## config.mk

```make
export PLATFORM = sky130hd
export DESIGN_NAME = opb_dram_sniffer
export DESIGN_NICKNAME = d
export VERILOG_FILES = /design/src/source/dram_cmd_pkg.sv /design/src/source/sniffer_cfg_pkg.sv /design/src/source/dram_port_if.sv /design/src/source/opb_dram_sniffer.sv /design/src/source/dram_arbiter.sv /design/src/source/mem_opb_attach.sv /design/src/source/ctrl_opb_attach.sv
export SDC_FILE = /design/constraint.sdc
export NUM_CORES = 1
export LEC_CHECK = 0
export BUFFER_PORTS_ARGS = -buffer_cell sky130_fd_sc_hd__buf_2
export CAP_MARGIN = 40
export CORE_AREA = 2 2 325 327
export CTS_CLUSTER_SIZE = 12
export DETAILED_ROUTE_END_ITERATION = 10
export DIE_AREA = 0 0 327 329
export PLACE_DENSITY = 0.39
export SETUP_SLACK_MARGIN = 0.1
export SLEW_MARGIN = 20
export SYNTH_ARGS = -nofsm -noshare
export SYNTH_HDL_FRONTEND = slang
export SYNTH_SLANG_ARGS = --single-unit
```

## constraint.sdc

```tcl
create_clock -name clk -period 6.03 [get_ports clk]
set_clock_uncertainty 0.15 [all_clocks]
set_input_delay 0.603 -clock clk [delete_from_list [all_inputs] [get_ports clk]]
set_output_delay 0.603 -clock clk [all_outputs]
set_load 0.005 [all_outputs]
```

## src/source/dram_cmd_pkg.sv

```systemverilog
package dram_cmd_pkg;

  //////////////////////////////////////////////////
  // DRAM command port widths
  //////////////////////////////////////////////////

  localparam int DRAM_AW  = 32;
  localparam int DRAM_DW  = 128;
  localparam int DRAM_BEW = DRAM_DW / 8;  // 16 byte enables.

  //////////////////////////////////////////////////
  // 32-bit lanes inside one DRAM word
  //////////////////////////////////////////////////

  localparam int LANES      = 4;
  localparam int LANE_DW    = DRAM_DW / LANES;
  localparam int LANE_BEW   = DRAM_BEW / LANES;
  localparam int LANE_IDX_W = $clog2(LANES);

  //////////////////////////////////////////////////
  // Read ownership
  //////////////////////////////////////////////////

  // Tags each read in flight with the client that issued it.
  typedef enum logic {
    OWNER_APP   = 1'b0,
    OWNER_SNIFF = 1'b1
  } owner_t;

endpackage

```

## src/source/sniffer_cfg_pkg.sv

```systemverilog
package sniffer_cfg_pkg;

  //////////////////////////////////////////////////
  // OPB bus widths
  //////////////////////////////////////////////////

  localparam int OPB_AW  = 32;
  localparam int OPB_DW  = 32;
  localparam int OPB_BEW = OPB_DW / 8;  // One enable per byte.

  //////////////////////////////////////////////////
  // Control window register map
  //////////////////////////////////////////////////

  // Offsets from the control base address.
  localparam logic [OPB_AW-1:0] CTRL_REG_SWADDR = 32'h0000_0000;
  localparam logic [OPB_AW-1:0] CTRL_REG_STATUS = 32'h0000_0004;

  // Status register bit holding the PHY ready flag.
  localparam int STATUS_PHY_READY_BIT = 0;

  //////////////////////////////////////////////////
  // Software address register
  //////////////////////////////////////////////////

  // Upper DRAM address bits written by the host.
  localparam int SW_ADDR_W = 16;

endpackage
```

## src/source/dram_port_if.sv

```systemverilog
interface dram_port_if import dram_cmd_pkg::*; ();

  // Command side, driven by the client.
  logic [DRAM_AW-1:0]  cmd_addr;
  logic                cmd_rnw;
  logic                cmd_valid;
  logic [DRAM_DW-1:0]  wr_data;
  logic [DRAM_BEW-1:0] wr_be;

  // Response side, driven by the arbiter.
  logic                ack;       // Command taken when high with cmd_valid.
  logic [DRAM_DW-1:0]  rd_data;
  logic                rd_valid;  // One pulse per read, in order.

  modport client (
    output cmd_addr,
    output cmd_rnw,
    output cmd_valid,
    output wr_data,
    output wr_be,
    input  ack,
    input  rd_data,
    input  rd_valid
  );

  modport arbiter (
    input  cmd_addr,
    input  cmd_rnw,
    input  cmd_valid,
    input  wr_data,
    input  wr_be,
    output ack,
    output rd_data,
    output rd_valid
  );

endinterface

```

## src/source/opb_dram_sniffer.sv

```systemverilog
module opb_dram_sniffer
  import sniffer_cfg_pkg::*;
  import dram_cmd_pkg::*;
#(
  parameter logic [OPB_AW-1:0] CTRL_BASEADDR = 32'h8000_0000,
  parameter logic [OPB_AW-1:0] CTRL_HIGHADDR = 32'h8000_00FF,
  parameter logic [OPB_AW-1:0] MEM_BASEADDR  = 32'h9000_0000,
  parameter logic [OPB_AW-1:0] MEM_HIGHADDR  = 32'h93FF_FFFF,
  parameter int                RD_DEPTH      = 4
) (
  input  logic                clk,
  input  logic                rst_n,
  input  logic                phy_ready,
  // Control OPB slave.
  input  logic [OPB_AW-1:0]   ctrl_opb_abus,
  input  logic [OPB_BEW-1:0]  ctrl_opb_be,
  input  logic [OPB_DW-1:0]   ctrl_opb_dbus,
  input  logic                ctrl_opb_rnw,
  input  logic                ctrl_opb_select,
  output logic [OPB_DW-1:0]   ctrl_sl_dbus,
  output logic                ctrl_sl_xferack,
  output logic                ctrl_sl_errack,
  // Memory window OPB slave.
  input  logic [OPB_AW-1:0]   mem_opb_abus,
  input  logic [OPB_BEW-1:0]  mem_opb_be,
  input  logic [OPB_DW-1:0]   mem_opb_dbus,
  input  logic                mem_opb_rnw,
  input  logic                mem_opb_select,
  output logic [OPB_DW-1:0]   mem_sl_dbus,
  output logic                mem_sl_xferack,
  // DRAM command port.
  output logic [DRAM_AW-1:0]  dram_cmd_addr,
  output logic                dram_cmd_rnw,
  output logic                dram_cmd_valid,
  output logic [DRAM_DW-1:0]  dram_wr_data,
  output logic [DRAM_BEW-1:0] dram_wr_be,
  input  logic [DRAM_DW-1:0]  dram_rd_data,
  input  logic                dram_rd_valid,
  input  logic                dram_fifo_ready,
  // Application client.
  input  logic [DRAM_AW-1:0]  app_cmd_addr,
  input  logic                app_cmd_rnw,
  input  logic                app_cmd_valid,
  output logic                app_cmd_ack,
  input  logic [DRAM_DW-1:0]  app_wr_data,
  input  logic [DRAM_BEW-1:0] app_wr_be,
  output logic [DRAM_DW-1:0]  app_rd_data,
  output logic                app_rd_valid
);

  logic [SW_ADDR_W-1:0] software_address_bits;

  dram_port_if app_port ();
  dram_port_if sniff_port ();

  assign app_port.cmd_addr  = app_cmd_addr << 2;  // Word to byte address.
  assign app_port.cmd_rnw   = app_cmd_rnw;
  assign app_port.cmd_valid = app_cmd_valid;
  assign app_port.wr_data   = app_wr_data;
  assign app_port.wr_be     = app_wr_be;
  assign app_cmd_ack        = app_port.ack;
  assign app_rd_data        = app_port.rd_data;
  assign app_rd_valid       = app_port.rd_valid;

  ctrl_opb_attach #(
    .CTRL_BASEADDR (CTRL_BASEADDR),
    .CTRL_HIGHADDR (CTRL_HIGHADDR)
  ) ctrl_opb_attach_i (
    .clk                   (clk),
    .rst_n                 (rst_n),
    .opb_abus              (ctrl_opb_abus),
    .opb_be                (ctrl_opb_be),
    .opb_dbus              (ctrl_opb_dbus),
    .opb_rnw               (ctrl_opb_rnw),
    .opb_select            (ctrl_opb_select),
    .phy_ready             (phy_ready),
    .sl_dbus               (ctrl_sl_dbus),
    .sl_xferack            (ctrl_sl_xferack),
    .sl_errack             (ctrl_sl_errack),
    .software_address_bits (software_address_bits)
  );

  mem_opb_attach #(
    .MEM_BASEADDR (MEM_BASEADDR),
    .MEM_HIGHADDR (MEM_HIGHADDR)
  ) mem_opb_attach_i (
    .clk                   (clk),
    .rst_n                 (rst_n),
    .opb_abus              (mem_opb_abus),
    .opb_be                (mem_opb_be),
    .opb_dbus              (mem_opb_dbus),
    .opb_rnw               (mem_opb_rnw),
    .opb_select            (mem_opb_select),
    .software_address_bits (software_address_bits),
    .sl_dbus               (mem_sl_dbus),
    .sl_xferack            (mem_sl_xferack),
    .dram                  (sniff_port.client)
  );

  dram_arbiter #(
    .RD_DEPTH (RD_DEPTH)
  ) dram_arbiter_i (
    .clk             (clk),
    .rst_n           (rst_n),
    .app             (app_port.arbiter),
    .sniff           (sniff_port.arbiter),
    .dram_cmd_addr   (dram_cmd_addr),
    .dram_cmd_rnw    (dram_cmd_rnw),
    .dram_cmd_valid  (dram_cmd_valid),
    .dram_wr_data    (dram_wr_data),
    .dram_wr_be      (dram_wr_be),
    .dram_rd_data    (dram_rd_data),
    .dram_rd_valid   (dram_rd_valid),
    .dram_fifo_ready (dram_fifo_ready)
  );

endmodule

```

## src/source/dram_arbiter.sv

```systemverilog
module dram_arbiter import dram_cmd_pkg::*; #(
  parameter int RD_DEPTH = 4
) (
  input  logic                clk,
  input  logic                rst_n,
  dram_port_if.arbiter        app,
  dram_port_if.arbiter        sniff,
  output logic [DRAM_AW-1:0]  dram_cmd_addr,
  output logic                dram_cmd_rnw,
  output logic                dram_cmd_valid,
  output logic [DRAM_DW-1:0]  dram_wr_data,
  output logic [DRAM_BEW-1:0] dram_wr_be,
  input  logic [DRAM_DW-1:0]  dram_rd_data,
  input  logic                dram_rd_valid,
  input  logic                dram_fifo_ready
);

  localparam int PTR_W = (RD_DEPTH > 1) ? $clog2(RD_DEPTH) : 1;
  localparam int CNT_W = $clog2(RD_DEPTH + 1);

  owner_t           q_mem [RD_DEPTH];
  logic [PTR_W-1:0] wr_ptr;
  logic [PTR_W-1:0] rd_ptr;
  logic [CNT_W-1:0] count;
  logic             q_full;
  logic             sel_app;
  logic             accept;
  logic             push;
  logic             pop;
  owner_t           head;

  function automatic logic [PTR_W-1:0] ptr_next(input logic [PTR_W-1:0] ptr);
    if (ptr == PTR_W'(RD_DEPTH - 1)) begin
      return '0;
    end
    return ptr + 1'b1;
  endfunction

  //////////////////////////////////////////////////
  // Command grant and forwarding
  //////////////////////////////////////////////////

  assign q_full  = (count == CNT_W'(RD_DEPTH));
  assign sel_app = app.cmd_valid;  // App always wins.

  assign dram_cmd_valid = (app.cmd_valid || sniff.cmd_valid) && !q_full;
  assign dram_cmd_addr  = sel_app ? app.cmd_addr : sniff.cmd_addr;
  assign dram_cmd_rnw   = sel_app ? app.cmd_rnw  : sniff.cmd_rnw;
  assign dram_wr_data   = sel_app ? app.wr_data  : sniff.wr_data;
  assign dram_wr_be     = sel_app ? app.wr_be    : sniff.wr_be;

  assign accept    = dram_cmd_valid && dram_fifo_ready;
  assign app.ack   = accept && sel_app;
  assign sniff.ack = accept && !sel_app;

  //////////////////////////////////////////////////
  // Read owner queue
  //////////////////////////////////////////////////

  assign push = accept && dram_cmd_rnw;
  assign pop  = dram_rd_valid && (count != '0);
  assign head = q_mem[rd_ptr];

  // Return goes to the owner at the head, same cycle.
  assign app.rd_valid   = pop && (head == OWNER_APP);
  assign sniff.rd_valid = pop && (head == OWNER_SNIFF);
  assign app.rd_data    = dram_rd_data;
  assign sniff.rd_data  = dram_rd_data;

  always_ff @(posedge clk) begin
    if (push) begin
      q_mem[wr_ptr] <= sel_app ? OWNER_APP : OWNER_SNIFF;
    end
  end

  always_ff @(posedge clk or negedge rst_n) begin
    if (!rst_n) begin
      wr_ptr <= '0;
      rd_ptr <= '0;
      count  <= '0;
    end else begin
      if (push) begin
        wr_ptr <= ptr_next(wr_ptr);
      end
      if (pop) begin
        rd_ptr <= ptr_next(rd_ptr);
      end
      case ({push, pop})
        2'b10:   count <= count + 1'b1;
        2'b01:   count <= count - 1'b1;
        default: count <= count;
      endcase
    end
  end

endmodule

```

## src/source/mem_opb_attach.sv

```systemverilog
module mem_opb_attach
  import sniffer_cfg_pkg::*;
  import dram_cmd_pkg::*;
#(
  parameter logic [OPB_AW-1:0] MEM_BASEADDR = 32'h9000_0000,
  parameter logic [OPB_AW-1:0] MEM_HIGHADDR = 32'h93FF_FFFF
) (
  input  logic                 clk,
  input  logic                 rst_n,
  input  logic [OPB_AW-1:0]    opb_abus,
  input  logic [OPB_BEW-1:0]   opb_be,
  input  logic [OPB_DW-1:0]    opb_dbus,
  input  logic                 opb_rnw,
  input  logic                 opb_select,
  input  logic [SW_ADDR_W-1:0] software_address_bits,
  output logic [OPB_DW-1:0]    sl_dbus,
  output logic                 sl_xferack,
  dram_port_if.client          dram
);

  localparam int WORD_IDX_W = 22;
  localparam int SW_HI_W    = DRAM_AW - WORD_IDX_W - 2;  // Software bits used.

  typedef enum logic [1:0] {
    ST_IDLE,
    ST_CMD,
    ST_WAIT_RD
  } state_t;

  state_t                state;
  logic [OPB_AW-1:0]     offset;
  logic [LANE_IDX_W-1:0] lane;
  logic [WORD_IDX_W-1:0] word_idx;
  logic                  hit;
  logic                  start;
  logic [DRAM_DW-1:0]    wr_data_d;
  logic [DRAM_BEW-1:0]   wr_be_d;

  // Command held for the arbiter.
  logic [DRAM_AW-1:0]    cmd_addr_q;
  logic                  rnw_q;
  logic [DRAM_DW-1:0]    wr_data_q;
  logic [DRAM_BEW-1:0]   wr_be_q;
  logic [LANE_IDX_W-1:0] lane_q;

  //////////////////////////////////////////////////
  // Window decode and lane placement
  //////////////////////////////////////////////////

  assign offset   = opb_abus - MEM_BASEADDR;
  assign lane     = offset[2 +: LANE_IDX_W];
  assign word_idx = offset[2 + LANE_IDX_W +: WORD_IDX_W];

  assign hit = opb_select && !sl_xferack &&
               (opb_abus >= MEM_BASEADDR) && (opb_abus <= MEM_HIGHADDR);
  assign start = (state == ST_IDLE) && hit;

  always_comb begin
    wr_data_d = '0;
    wr_be_d   = '0;
    wr_data_d[lane*LANE_DW +: LANE_DW]  = opb_dbus;
    wr_be_d[lane*LANE_BEW +: LANE_BEW]  = opb_be;  // Other lanes untouched.
  end

  always_ff @(posedge clk) begin
    if (start) begin
      cmd_addr_q <= {software_address_bits[SW_HI_W-1:0], word_idx, 2'b00};
      rnw_q      <= opb_rnw;
      wr_data_q  <= wr_data_d;
      wr_be_q    <= wr_be_d;
      lane_q     <= lane;
    end
  end

  assign dram.cmd_valid = (state == ST_CMD);
  assign dram.cmd_addr  = cmd_addr_q;
  assign dram.cmd_rnw   = rnw_q;
  assign dram.wr_data   = wr_data_q;
  assign dram.wr_be     = wr_be_q;

  //////////////////////////////////////////////////
  // Access FSM
  //////////////////////////////////////////////////

  always_ff @(posedge clk or negedge rst_n) begin
    if (!rst_n) begin
      state      <= ST_IDLE;
      sl_xferack <= 1'b0;
      sl_dbus    <= '0;
    end else begin
      sl_xferack <= 1'b0;
      sl_dbus    <= '0;
      case (state)
        ST_IDLE: begin
          if (start) begin
            state <= ST_CMD;
          end
        end
        ST_CMD: begin
          if (dram.ack) begin
            if (rnw_q) begin
              state <= ST_WAIT_RD;
            end else begin
              sl_xferack <= 1'b1;  // Write done once taken.
              state      <= ST_IDLE;
            end
          end
        end
        ST_WAIT_RD: begin
          if (dram.rd_valid) begin
            sl_xferack <= 1'b1;
            sl_dbus    <= dram.rd_data[lane_q*LANE_DW +: LANE_DW];
            state      <= ST_IDLE;
          end
        end
        default: state <= ST_IDLE;
      endcase
    end
  end

endmodule

```

## src/source/ctrl_opb_attach.sv

```systemverilog
module ctrl_opb_attach import sniffer_cfg_pkg::*; #(
  parameter logic [OPB_AW-1:0] CTRL_BASEADDR = 32'h8000_0000,
  parameter logic [OPB_AW-1:0] CTRL_HIGHADDR = 32'h8000_00FF
) (
  input  logic                 clk,
  input  logic                 rst_n,
  input  logic [OPB_AW-1:0]    opb_abus,
  input  logic [OPB_BEW-1:0]   opb_be,
  input  logic [OPB_DW-1:0]    opb_dbus,
  input  logic                 opb_rnw,
  input  logic                 opb_select,
  input  logic                 phy_ready,
  output logic [OPB_DW-1:0]    sl_dbus,
  output logic                 sl_xferack,
  output logic                 sl_errack,
  output logic [SW_ADDR_W-1:0] software_address_bits
);

  logic [OPB_AW-1:0] offset;
  logic [OPB_AW-1:0] reg_off;
  logic              hit;
  logic              is_swaddr;
  logic              is_status;
  logic              mapped;
  logic [OPB_DW-1:0] rd_word;

  //////////////////////////////////////////////////
  // Address decode
  //////////////////////////////////////////////////

  assign offset  = opb_abus - CTRL_BASEADDR;
  assign reg_off = {offset[OPB_AW-1:2], 2'b00};  // Word aligned.

  // Skip the ack cycle while the master still holds select.
  assign hit = opb_select && !sl_xferack && !sl_errack &&
               (opb_abus >= CTRL_BASEADDR) && (opb_abus <= CTRL_HIGHADDR);

  assign is_swaddr = (reg_off == CTRL_REG_SWADDR);
  assign is_status = (reg_off == CTRL_REG_STATUS);
  assign mapped    = is_swaddr || is_status;

  always_comb begin
    rd_word = '0;
    if (is_swaddr) begin
      rd_word[SW_ADDR_W-1:0] = software_address_bits;
    end
    if (is_status) begin
      rd_word[STATUS_PHY_READY_BIT] = phy_ready;
    end
  end

  //////////////////////////////////////////////////
  // Acknowledge and register update
  //////////////////////////////////////////////////

  always_ff @(posedge clk or negedge rst_n) begin
    if (!rst_n) begin
      sl_xferack            <= 1'b0;
      sl_errack             <= 1'b0;
      sl_dbus               <= '0;
      software_address_bits <= '0;
    end else begin
      sl_xferack <= hit && mapped;
      sl_errack  <= hit && !mapped;
      sl_dbus    <= (hit && opb_rnw) ? rd_word : '0;  // Zero outside read ack.
      if (hit && !opb_rnw && is_swaddr) begin
        for (int b = 0; b < SW_ADDR_W / 8; b++) begin
          if (opb_be[b]) begin
            software_address_bits[b*8 +: 8] <= opb_dbus[b*8 +: 8];
          end
        end
      end
    end
  end

endmodule

```

# [Yosys cells after proc, flatten, opt, wreduce, memory -nomap -nowiden]
# Memories as Yosys holds them, arrays and structs flattened.
# Cells that the tools add are included.
[word_totals] regBits=269 latchBits=0 ramBits=4 romBits=0 inputBits=451 output_inout_bits=375 wordCells=115 n_memories=1
[classes] n_addsub=8 n_mul=0 div_mod_pow=0 n_lt_le_gt_ge=4 n_eq_ne=11 shifts=5 muxes=30 bitwise_logic=3 reduce_logical=37
[memory_table] name="dram_arbiter_i.q_mem" depth=4 width=1 read_ports=1 rd_ports_with_merged_regs=0 wr=1 line_no="dram_arbiter.sv:21" text="owner_t q_mem [RD_DEPTH];"
[ops] operator="AND 128 bit" n=1
[ops] operator="two-way mux 128 bit" n=1
[ops] operator="variable shift 32 x 34 -> 128 bit (first input constant)" n=1
[ops] operator="variable part select 128 x 8 -> 32 bit" n=1
[ops] operator="variable part select 32 x 34 -> 128 bit" n=1
[ops] operator="two-way mux 32 bit" n=3
[ops] operator=">= comparator 32 bit (second input constant)" n=2
[ops] operator="less-or-equal comparator 32 bit (second input constant)" n=2
[ops] operator="two-way mux 16 bit" n=3
[ops] operator="negation 4 -> 34 bit" n=1
[ops] operator="negation 7 -> 34 bit" n=1
[ops] operator="variable shift 4 x 34 -> 16 bit (first input constant)" n=1
[ops] operator="variable part select 4 x 34 -> 16 bit" n=1
[ops] operator="zero test 32 bit" n=1
[ops] operator="subtractor 32 bit (second input constant)" n=1
[ops] operator="equality test 30 x 1 -> 1 bit (second input constant)" n=1
[ops] operator="subtractor 26 x 1 -> 26 bit (second input constant)" n=1
[ops] operator="logical AND 1 bit" n=21
[ops] operator="AND 16 bit" n=1
[ops] operator="two-way mux 2 bit" n=8
[ops] operator="two-way mux 1 bit" n=12
[ops] operator="equality test 2 bit (second input constant)" n=4
[ops] operator="zero test 1 bit" n=7
[ops] operator="case mux 2 bit (3 select lines)" n=1
[ops] operator="16 further kinds" n=21

# [Logic depth before layout (Yosys ltp)]
# Gate-level depths: netlist (run 1).
[logic_depth] ltp_word=8 mapped_depth=11

# [Hierarchy]
# Synthesis (run 1) repeated with hierarchy kept, for this count alone.
[unflattened] cells_unflattened=1092 area_unflattened_um2=14530.2
[modules_own_cells] mod="mem_opb_attach" n_inst=1 cells_per_inst=478 area_each_um2=8416.8 seq_area_each_um2=6190.9
[modules_own_cells] mod="dram_arbiter" n_inst=1 cells_per_inst=505 area_each_um2=4659.5 seq_area_each_um2=295.3
[modules_own_cells] mod="ctrl_opb_attach" n_inst=1 cells_per_inst=108 area_each_um2=1450.1 seq_area_each_um2=850.8
[modules_own_cells] mod="opb_dram_sniffer" n_inst=1 cells_per_inst=1 area_each_um2=3.8 seq_area_each_um2=0.0

# [Worst setup path after synthesis (run 1)]
# No wires, ideal clock.
[synth_timing] kind="input-to-reg" start="input port mem_opb_abus[30]" end="register mem_opb_attach_i.cmd_addr_q[10] (netlist: mem_opb_attach_i.dram.cmd_addr[10]) (enable)" setup_time_ps=560 t_arrival_ps=5084 required_time_ps=5320 slack_ps=236 path_stages=2 n_path_buf=0 cell_sequence="nor4bb_1 > and3_1"
[synth_via] elab_chain_cells=4 word_cells_on_any_way=5 classes_between="order compare (2); reduce/logical (3)"
[synth_lines] element="from (decl)" line_no="opb_dram_sniffer.sv:24" text="input logic [OPB_AW-1:0] mem_opb_abus,"
[synth_lines] element=">= comparator 32 bit" line_no="mem_opb_attach.sv:55" text="(opb_abus >= MEM_BASEADDR) && (opb_abus <= MEM_HIGHADDR);"
[synth_lines] element="logical AND 1 bit" line_no="mem_opb_attach.sv:54" text="assign hit = opb_select && !sl_xferack &&"
[synth_lines] element="logical AND 1 bit (*)" line_no="mem_opb_attach.sv:55"
[synth_lines] element="logical AND 1 bit (*)" line_no="mem_opb_attach.sv:56" text="assign start = (state == ST_IDLE) && hit;"
[synth_lines] element="via mem_opb_attach_i.start" line_no="mem_opb_attach.sv:35" text="logic start;"
[synth_lines] element="to (signal assigned)" line_no="mem_opb_attach.sv:67" text="cmd_addr_q <= {software_address_bits[SW_HI_W-1:0], word_idx, 2'b00};"
[synth_lines] element="to (decl)" line_no="mem_opb_attach.sv:40" text="logic [DRAM_AW-1:0] cmd_addr_q;"
# The timed path passes the listed nets; every way through them passes the cells marked *.
# A chain may end at the register's enable or synchronous reset.

# [Final worst setup path (run 1)]
[layout_timing] start="input port app_cmd_valid" end="output port dram_wr_data[101]"
[layout_via] elab_chain_cells=1
[layout_lines] element="from (decl)" line_no="opb_dram_sniffer.sv:43" text="input logic app_cmd_valid,"
[layout_lines] element="two-way mux 128 bit" line_no="dram_arbiter.sv:49" text="assign dram_wr_data = sel_app ? app.wr_data : sniff.wr_data;"
[layout_lines] element="to (decl)" line_no="opb_dram_sniffer.sv:35" text="output logic [DRAM_DW-1:0] dram_wr_data,"
# No other way between the ends.

==> results of run 1 <==
## power by group through the flow
stage | clock, W | sequential (W) | combinational, W
final | 0.00206 | 0.00196 | 0.000654
after detailed placement | 0 | 0.00199 | 0.000669
after global placement | 0 | 0.00199 | 0.000649
after floorplan | 0 | 0.00199 | 0.000356
after global routing | 0.00223 | 0.00196 | 0.000728
after CTS | 0.00217 | 0.00196 | 0.000672
## flip-flops by register name (all words and copies together), names as in the netlist, 2 cells and up
signal / flops
ctrl_opb_attach_i.sl_dbus: 16
ctrl_opb_attach_i.software_address_bits: 16
dram_arbiter_i.count: 3
dram_arbiter_i.q_mem: 4
dram_arbiter_i.rd_ptr: 2
dram_arbiter_i.wr_ptr: 2
mem_opb_attach_i.dram.cmd_addr: 30
mem_opb_attach_i.dram.wr_be: 16
mem_opb_attach_i.dram.wr_data: 128
mem_opb_attach_i.lane_q: 2
mem_opb_attach_i.sl_dbus: 32
mem_opb_attach_i.state: 2
## worst max path at each step
| stage | startpoint | endpoint | slack (ns) |
|---|---|---|---|
| finish | app_cmd_valid | dram_wr_data[101] | 2.93 |
| global route | app_cmd_valid | dram_wr_data[100] | 2.89 |
| CTS | app_cmd_valid | dram_wr_data[46] | 2.95 |
| detailed placement | app_cmd_valid | dram_arbiter_i.count[2] | 2.94 |
| global placement | app_cmd_valid | dram_wr_data[46] | 3.03 |
| floorplan | mem_opb_abus[30] | mem_opb_attach_i.dram.cmd_addr[10] | 0.24 |
## worst max-delay path: stages
cell and delay (ns):
clkbuf_8 0.33, buf_12 0.36, mux2_2 0.42, buf_2 0.14
## logic make-up after synthesis
logic type | synth area share
AOI/OAI and AO/OA | 0.004475
xor gates and xnor gates | 0.001958
adders and majority gates | 0.01454
buffers and inverters | 0.09817
DFF | 0.5467
muxes | 0.2196
other | 0.0002794
and+or+nand+nor | 0.1143
## layer usage
metal	track usage	wire length [µm]
met1	0.1057	20600
met2	0.1654	26640
met3	0.02228	3703
met4	0.03261	1775
met5	0	0
## final cells by class
cell class / count / share of cell area
Antenna cell: 3 / 0.0003911
Clock buffer: 44 / 0.04680
Clock inverter: 17 / 0.01128
Inverter: 14 / 0.002737
Multi-Input combinational cell: 514 / 0.2541
Sequential cell: 257 / 0.3822
Tap cell: 1391 / 0.09066
Timing Repair Buffer: 796 / 0.2119
## cell usage in the layout, fill, tap and decap left out, types with 2 or more instances in the layout
cell	count
buf_12	3
bufinv_16	4
nor4b_2	2
clkinv_2	5
xor2_1	2
nor2b_1	32
ha_1	14
inv_6	2
nor4bb_4	2
clkbuf_16	34
a21boi_0	2
nor2_1	8
dfrtp_1	76
nor4_4	2
mux2i_1	3
buf_4	10
inv_1	14
nand2_1	9
clkbuf_1	9
mux4_2	33
buf_2	781
diode_2	3
nor3_1	5
clkinvlp_4	3
nor4_1	5
and2_1	163
conb_1	18
a31oi_1	2
mux2_2	192
edfxtp_1	181
clkbuf_8	2
## stage by stage
| stage | total power [W] | util | std cells |
|---|---|---|---|
| after floorplan | 0.002342 | - | 975 |
| after global placement | 0.002639 | 0.1729 | 2970 |
| after detailed placement | 0.002662 | 0.1731 | 2971 |
| after CTS | 0.004803 | 0.1839 | 3033 |
| after global routing | 0.004920 | 0.1839 | 3035 |
| final | 0.004670 | 0.1839 | 3036 |
## repair_timing
item | CTS | global route
gates resized for setup | 0 | 0
endpoints found under the hold margin | 27 | 0
hold buffers | 1 | 0
==> metrics.csv, run 1 <==
metric,value,unit
crit_arrival,2.35,ns
netSwitchingFraction,0.2496,
clockPowerShare,0.441,
p_switching,0.001166,W
synth-main-ff-cell,edfxtp_1,
num_vias,9996,
hpwl,42.29,mm
syn_area_per_cell,14.01,µm²
grt_pass1_vias,10470,
portBuffers,783,
worstSetupPathType,primary input to primary output,
remaining_drc_errors,0,
gp_congestion,0.9653,
dp_slack,2.935,ns
finalSetupViolations,0,
clockBufferDepth,3,
final-max-slew-violation-count,0,
holdPathStages,1,
rsz0062_at_grt,no,
clock_latency,0.54,ns
cts_tree,done,
io_pins,826,
synthTopCellsByArea,"edfxtp_1, mux2_2, dfrtp_1, buf_4, and2_1",
clock_sinks,257,
startpoint_type,primary input,
finalHoldViolations,0,
design_area,19200,µm²
grt_usage,0.09198,
synth_edf_count,181,
synth_seq_cells,257,
worst-r2r-cell-count,3,
min_period,3.100,ns
worst_r2r_startpoint,mem_opb_attach_i.sl_xferack,
areaGrowthSynthToFinish,43.05,%
rrSetupSlack,3.34,ns
power.density,243.3,nW/µm²
holdWs,0.08349,ns
firstDrtPassIters,4,
syn_inst,958,
gr-total-overflow,0,
multi_input_area,4877,µm²
initialDrtViolationCount,388,
pwr-share-comb,0.140,
regToRegEndpoint,mem_opb_attach_i.dram.cmd_addr[29],
p_int,0.003505,W
critPathMaxFanout,132,
final_antenna_net_count,0,
totalWireLength,52.72,mm
rows,119,
drive_above_1_share,0.6602,
synth-seq-area-share,0.5467,
syn_area,13420,µm²
cts_buffers,34,
cap_violations,0,
synthMostInstantiatedCell,mux2_2,
start_util,0.1286,
worstPathRequired,5.28,ns
hold_class,primary input to flip-flop,
leakage,8.369,nW
regArea,7337,µm²
finalWorstSetupSlack,2.930,ns
synth_top_area_frac,0.4050,
synth_warnings,0,
synth_top_cell_by_area,edfxtp_1,
grt_pass1_wl,71.93,mm
setup-tns-final,0,ns
crit_path_end_kind,primary output,
ir_worst_vdd,134.7,µV
via_per_inst,3.292,
die_h,329,µm
wl_per_cell,17.36,µm
ys_types,41,
fmax,322.6,MHz
whs_endpoint,mem_opb_attach_i.dram.cmd_addr[18],
dieArea,107600,µm²
die_x,327,µm
slew_headroom,0.2774,
nets,2083,
cts_max_level,2,
worstMarginPinSlew,1.084,ns
antenna_found_initial,15,
placed_area,18060,µm²
postCtsSetupRepairBufs,0,
hold_start,mem_opb_abus[20],
status,"complete, no violations",
fin_crit_sh,0.5141,
core,104400,µm²
yosys-top-cells-count,"mux2_2, edfxtp_1, and2_1",
clk_pin_slew,0.05,ns
pwr-share-seq,0.419,
grt_max_degree,133,
cts_root_buffer,clkbuf_16,
nFillCells,11490,
postSynth.asyncResetShare,0.2957,
(Power assumes the default switching activity.)
==> run 2: changes to the inputs <==
clock period = 3.2 ns   (was 6.03 ns; I/O delays follow)
==> run 2 against run 1 <==
  * Wire length grew 8.1%
  * Clock power rose by 67%
  * Die area unchanged
  * Final cell count grew 4.3%
  * Sequential share of layout area shrank 2.3 points
  * Hold slack worse by 0.039 ns
  * Final area rose by 6.5%
  * Setup slack got worse by 2.7 ns
  * Global-route usage grew 0.76 points
==> metrics.csv, run 2 (synthesis gave the netlist of run 1 again) <==
metric,value,unit
power.density,416.0,nW/µm²
fin_crit_sh,0.9364,
rsz0062_at_grt,no,
finalCoreUtilization,0.1958,
hold_class,primary input to flip-flop,
gr-total-overflow,0,
firstDrtPassIters,4,
status,"complete, no violations",
cts_root_buffer,clkbuf_16,
grt_pass1_wl,78.00,mm
final_antenna_net_count,0,
finalHoldViolations,0,
areaGrowthSynthToFinish,52.31,%
grt_max_degree,93,
totalWireLength,56.97,mm
die_h,329,µm
die_x,327,µm
startpoint_type,primary input,
leakage,8.952,nW
setup-tns-final,0,ns
worstMarginPinSlew,0.6724,ns
num_vias,10500,
worstPathRequired,3.52,ns
clk_pin_slew,0.06,ns
clock_latency,0.59,ns
clockBufferDepth,3,
crit_arrival,3.32,ns
gp_congestion,1.030,
cts_max_level,1,
wl_per_cell,17.99,µm
dieArea,107600,µm²
crit_path_end_kind,flip-flop,
hpwl,46.18,mm
final_common_cell,buf_2,
holdWs,0.04406,ns
via_per_inst,3.314,
fmax,333.7,MHz
clock_sinks,257,
finalWorstSetupSlack,0.2036,ns
rows,119,
ctsResizeCount,0,
final_cell_mix,"buf_2, mux2_2, edfxtp_1",
finalSetupViolations,0,
nets,2217,
ir_worst_vdd,380.9,µV
cts_buffers,31,
initialDrtViolationCount,368,
postCtsSetupRepairBufs,0,
largest_reg_flops,128,
cap_violations,0,
final-max-slew-violation-count,0,
core,104400,µm²
portBuffers,783,
dp_slack,0.6348,ns
start_util,0.1286,
slew_headroom,0.5517,
min_period,2.996,ns
worstSetupPathType,primary input to flip-flop,
grt_pass1_vias,11200,
remaining_drc_errors,0,
drive_above_1_share,0.6225,
io_pins,826,
grt_usage,0.09957,
cts_tree,done,
critPathMaxFanout,5,
antenna_found_initial,15,
holdBufCountCts,113,
[run 2: cell types whose count changed in the layout (fill, tap and decap cells not counted), moves of 2 or more]
| cell | delta |
|---|---|
| dlygate4sd3_1 | +112 |
| buf_4 | +19 |
| buf_12 | +6 |
| bufinv_16 | -3 |
| clkinv_2 | +3 |
| clkbuf_16 | -2 |
| clkbuf_8 | +2 |
| clkinvlp_4 | -2 |
| diode_2 | -2 |
[run 2: path summary, 6_finish.rpt]
path	depth (start not counted)	end	start	slack [ns]
max	8	ctrl_opb_attach_i.software_address_bits[9]	ctrl_opb_abus[16]	0.20
min	2	dram_arbiter_i.q_mem[3]	app_cmd_valid	0.04
max reg2reg	6	ctrl_opb_attach_i.software_address_bits[9]	ctrl_opb_attach_i.sl_errack	0.28
min reg2reg	0	mem_opb_attach_i.dram.cmd_addr[30]	ctrl_opb_attach_i.software_address_bits[6]	0.31
max in group asynchronous	3	ctrl_opb_attach_i.sl_dbus[3]	rst_n	2.08
min in group asynchronous	2	mem_opb_attach_i.sl_dbus[16]	rst_n	0.10
[run 2: critical path, cell delays in order]
cell	delay (ns)
dlygate4sd3_1	0.53
buf_2	0.12
nor4_1	0.24
dlygate4sd3_1	0.61
nand4_2	0.21
nor4_4	0.39
mux2_1	0.35
dlygate4sd3_1	0.55
[run 2: layout make-up]
class | instances | area [µm²]
Fill cell | 11470 | 83930
Sequential cell | 257 | 7337
Timing Repair Buffer | 933 | 5451
Multi-Input combinational cell | 514 | 4877
Tap cell | 1391 | 1740
Clock buffer | 43 | 872.1
Clock inverter | 14 | 107.6
Inverter | 14 | 52.55
Antenna cell | 1 | 2.502
[run 2: through the flow]
step | std cells | cell area, µm² | total power, W
detailed placement | 2996 | 18330 | 0.005044
CTS | 3166 | 20440 | 0.008749
global route | 3166 | 20440 | 0.008957
finish | 3167 | 20440 | 0.008504
global placement | 2995 | 18310 | 0.005018
floorplan | 975 | 13490 | 0.004412
[run 2: where the power goes]
group          switching, W  leakage [nW]  total (W)  internal, W
registers         0.0000613          2.68    0.00369      0.00363
clock network       0.00147         0.486    0.00345      0.00198
logic              0.000621          5.78    0.00137     0.000748
total               0.00215          8.95    0.00850      0.00635
[run 2: layer usage]
layer / wire [µm] / up-vias / global-route usage
met1: 21870 / 5066 / 0.1136
met2: 29470 / 522 / 0.1841
met4: 1388 / 6 / 0.02742
li1: - / 4837 / -
met5: 36 / - / 0
met3: 4207 / 65 / 0.02379
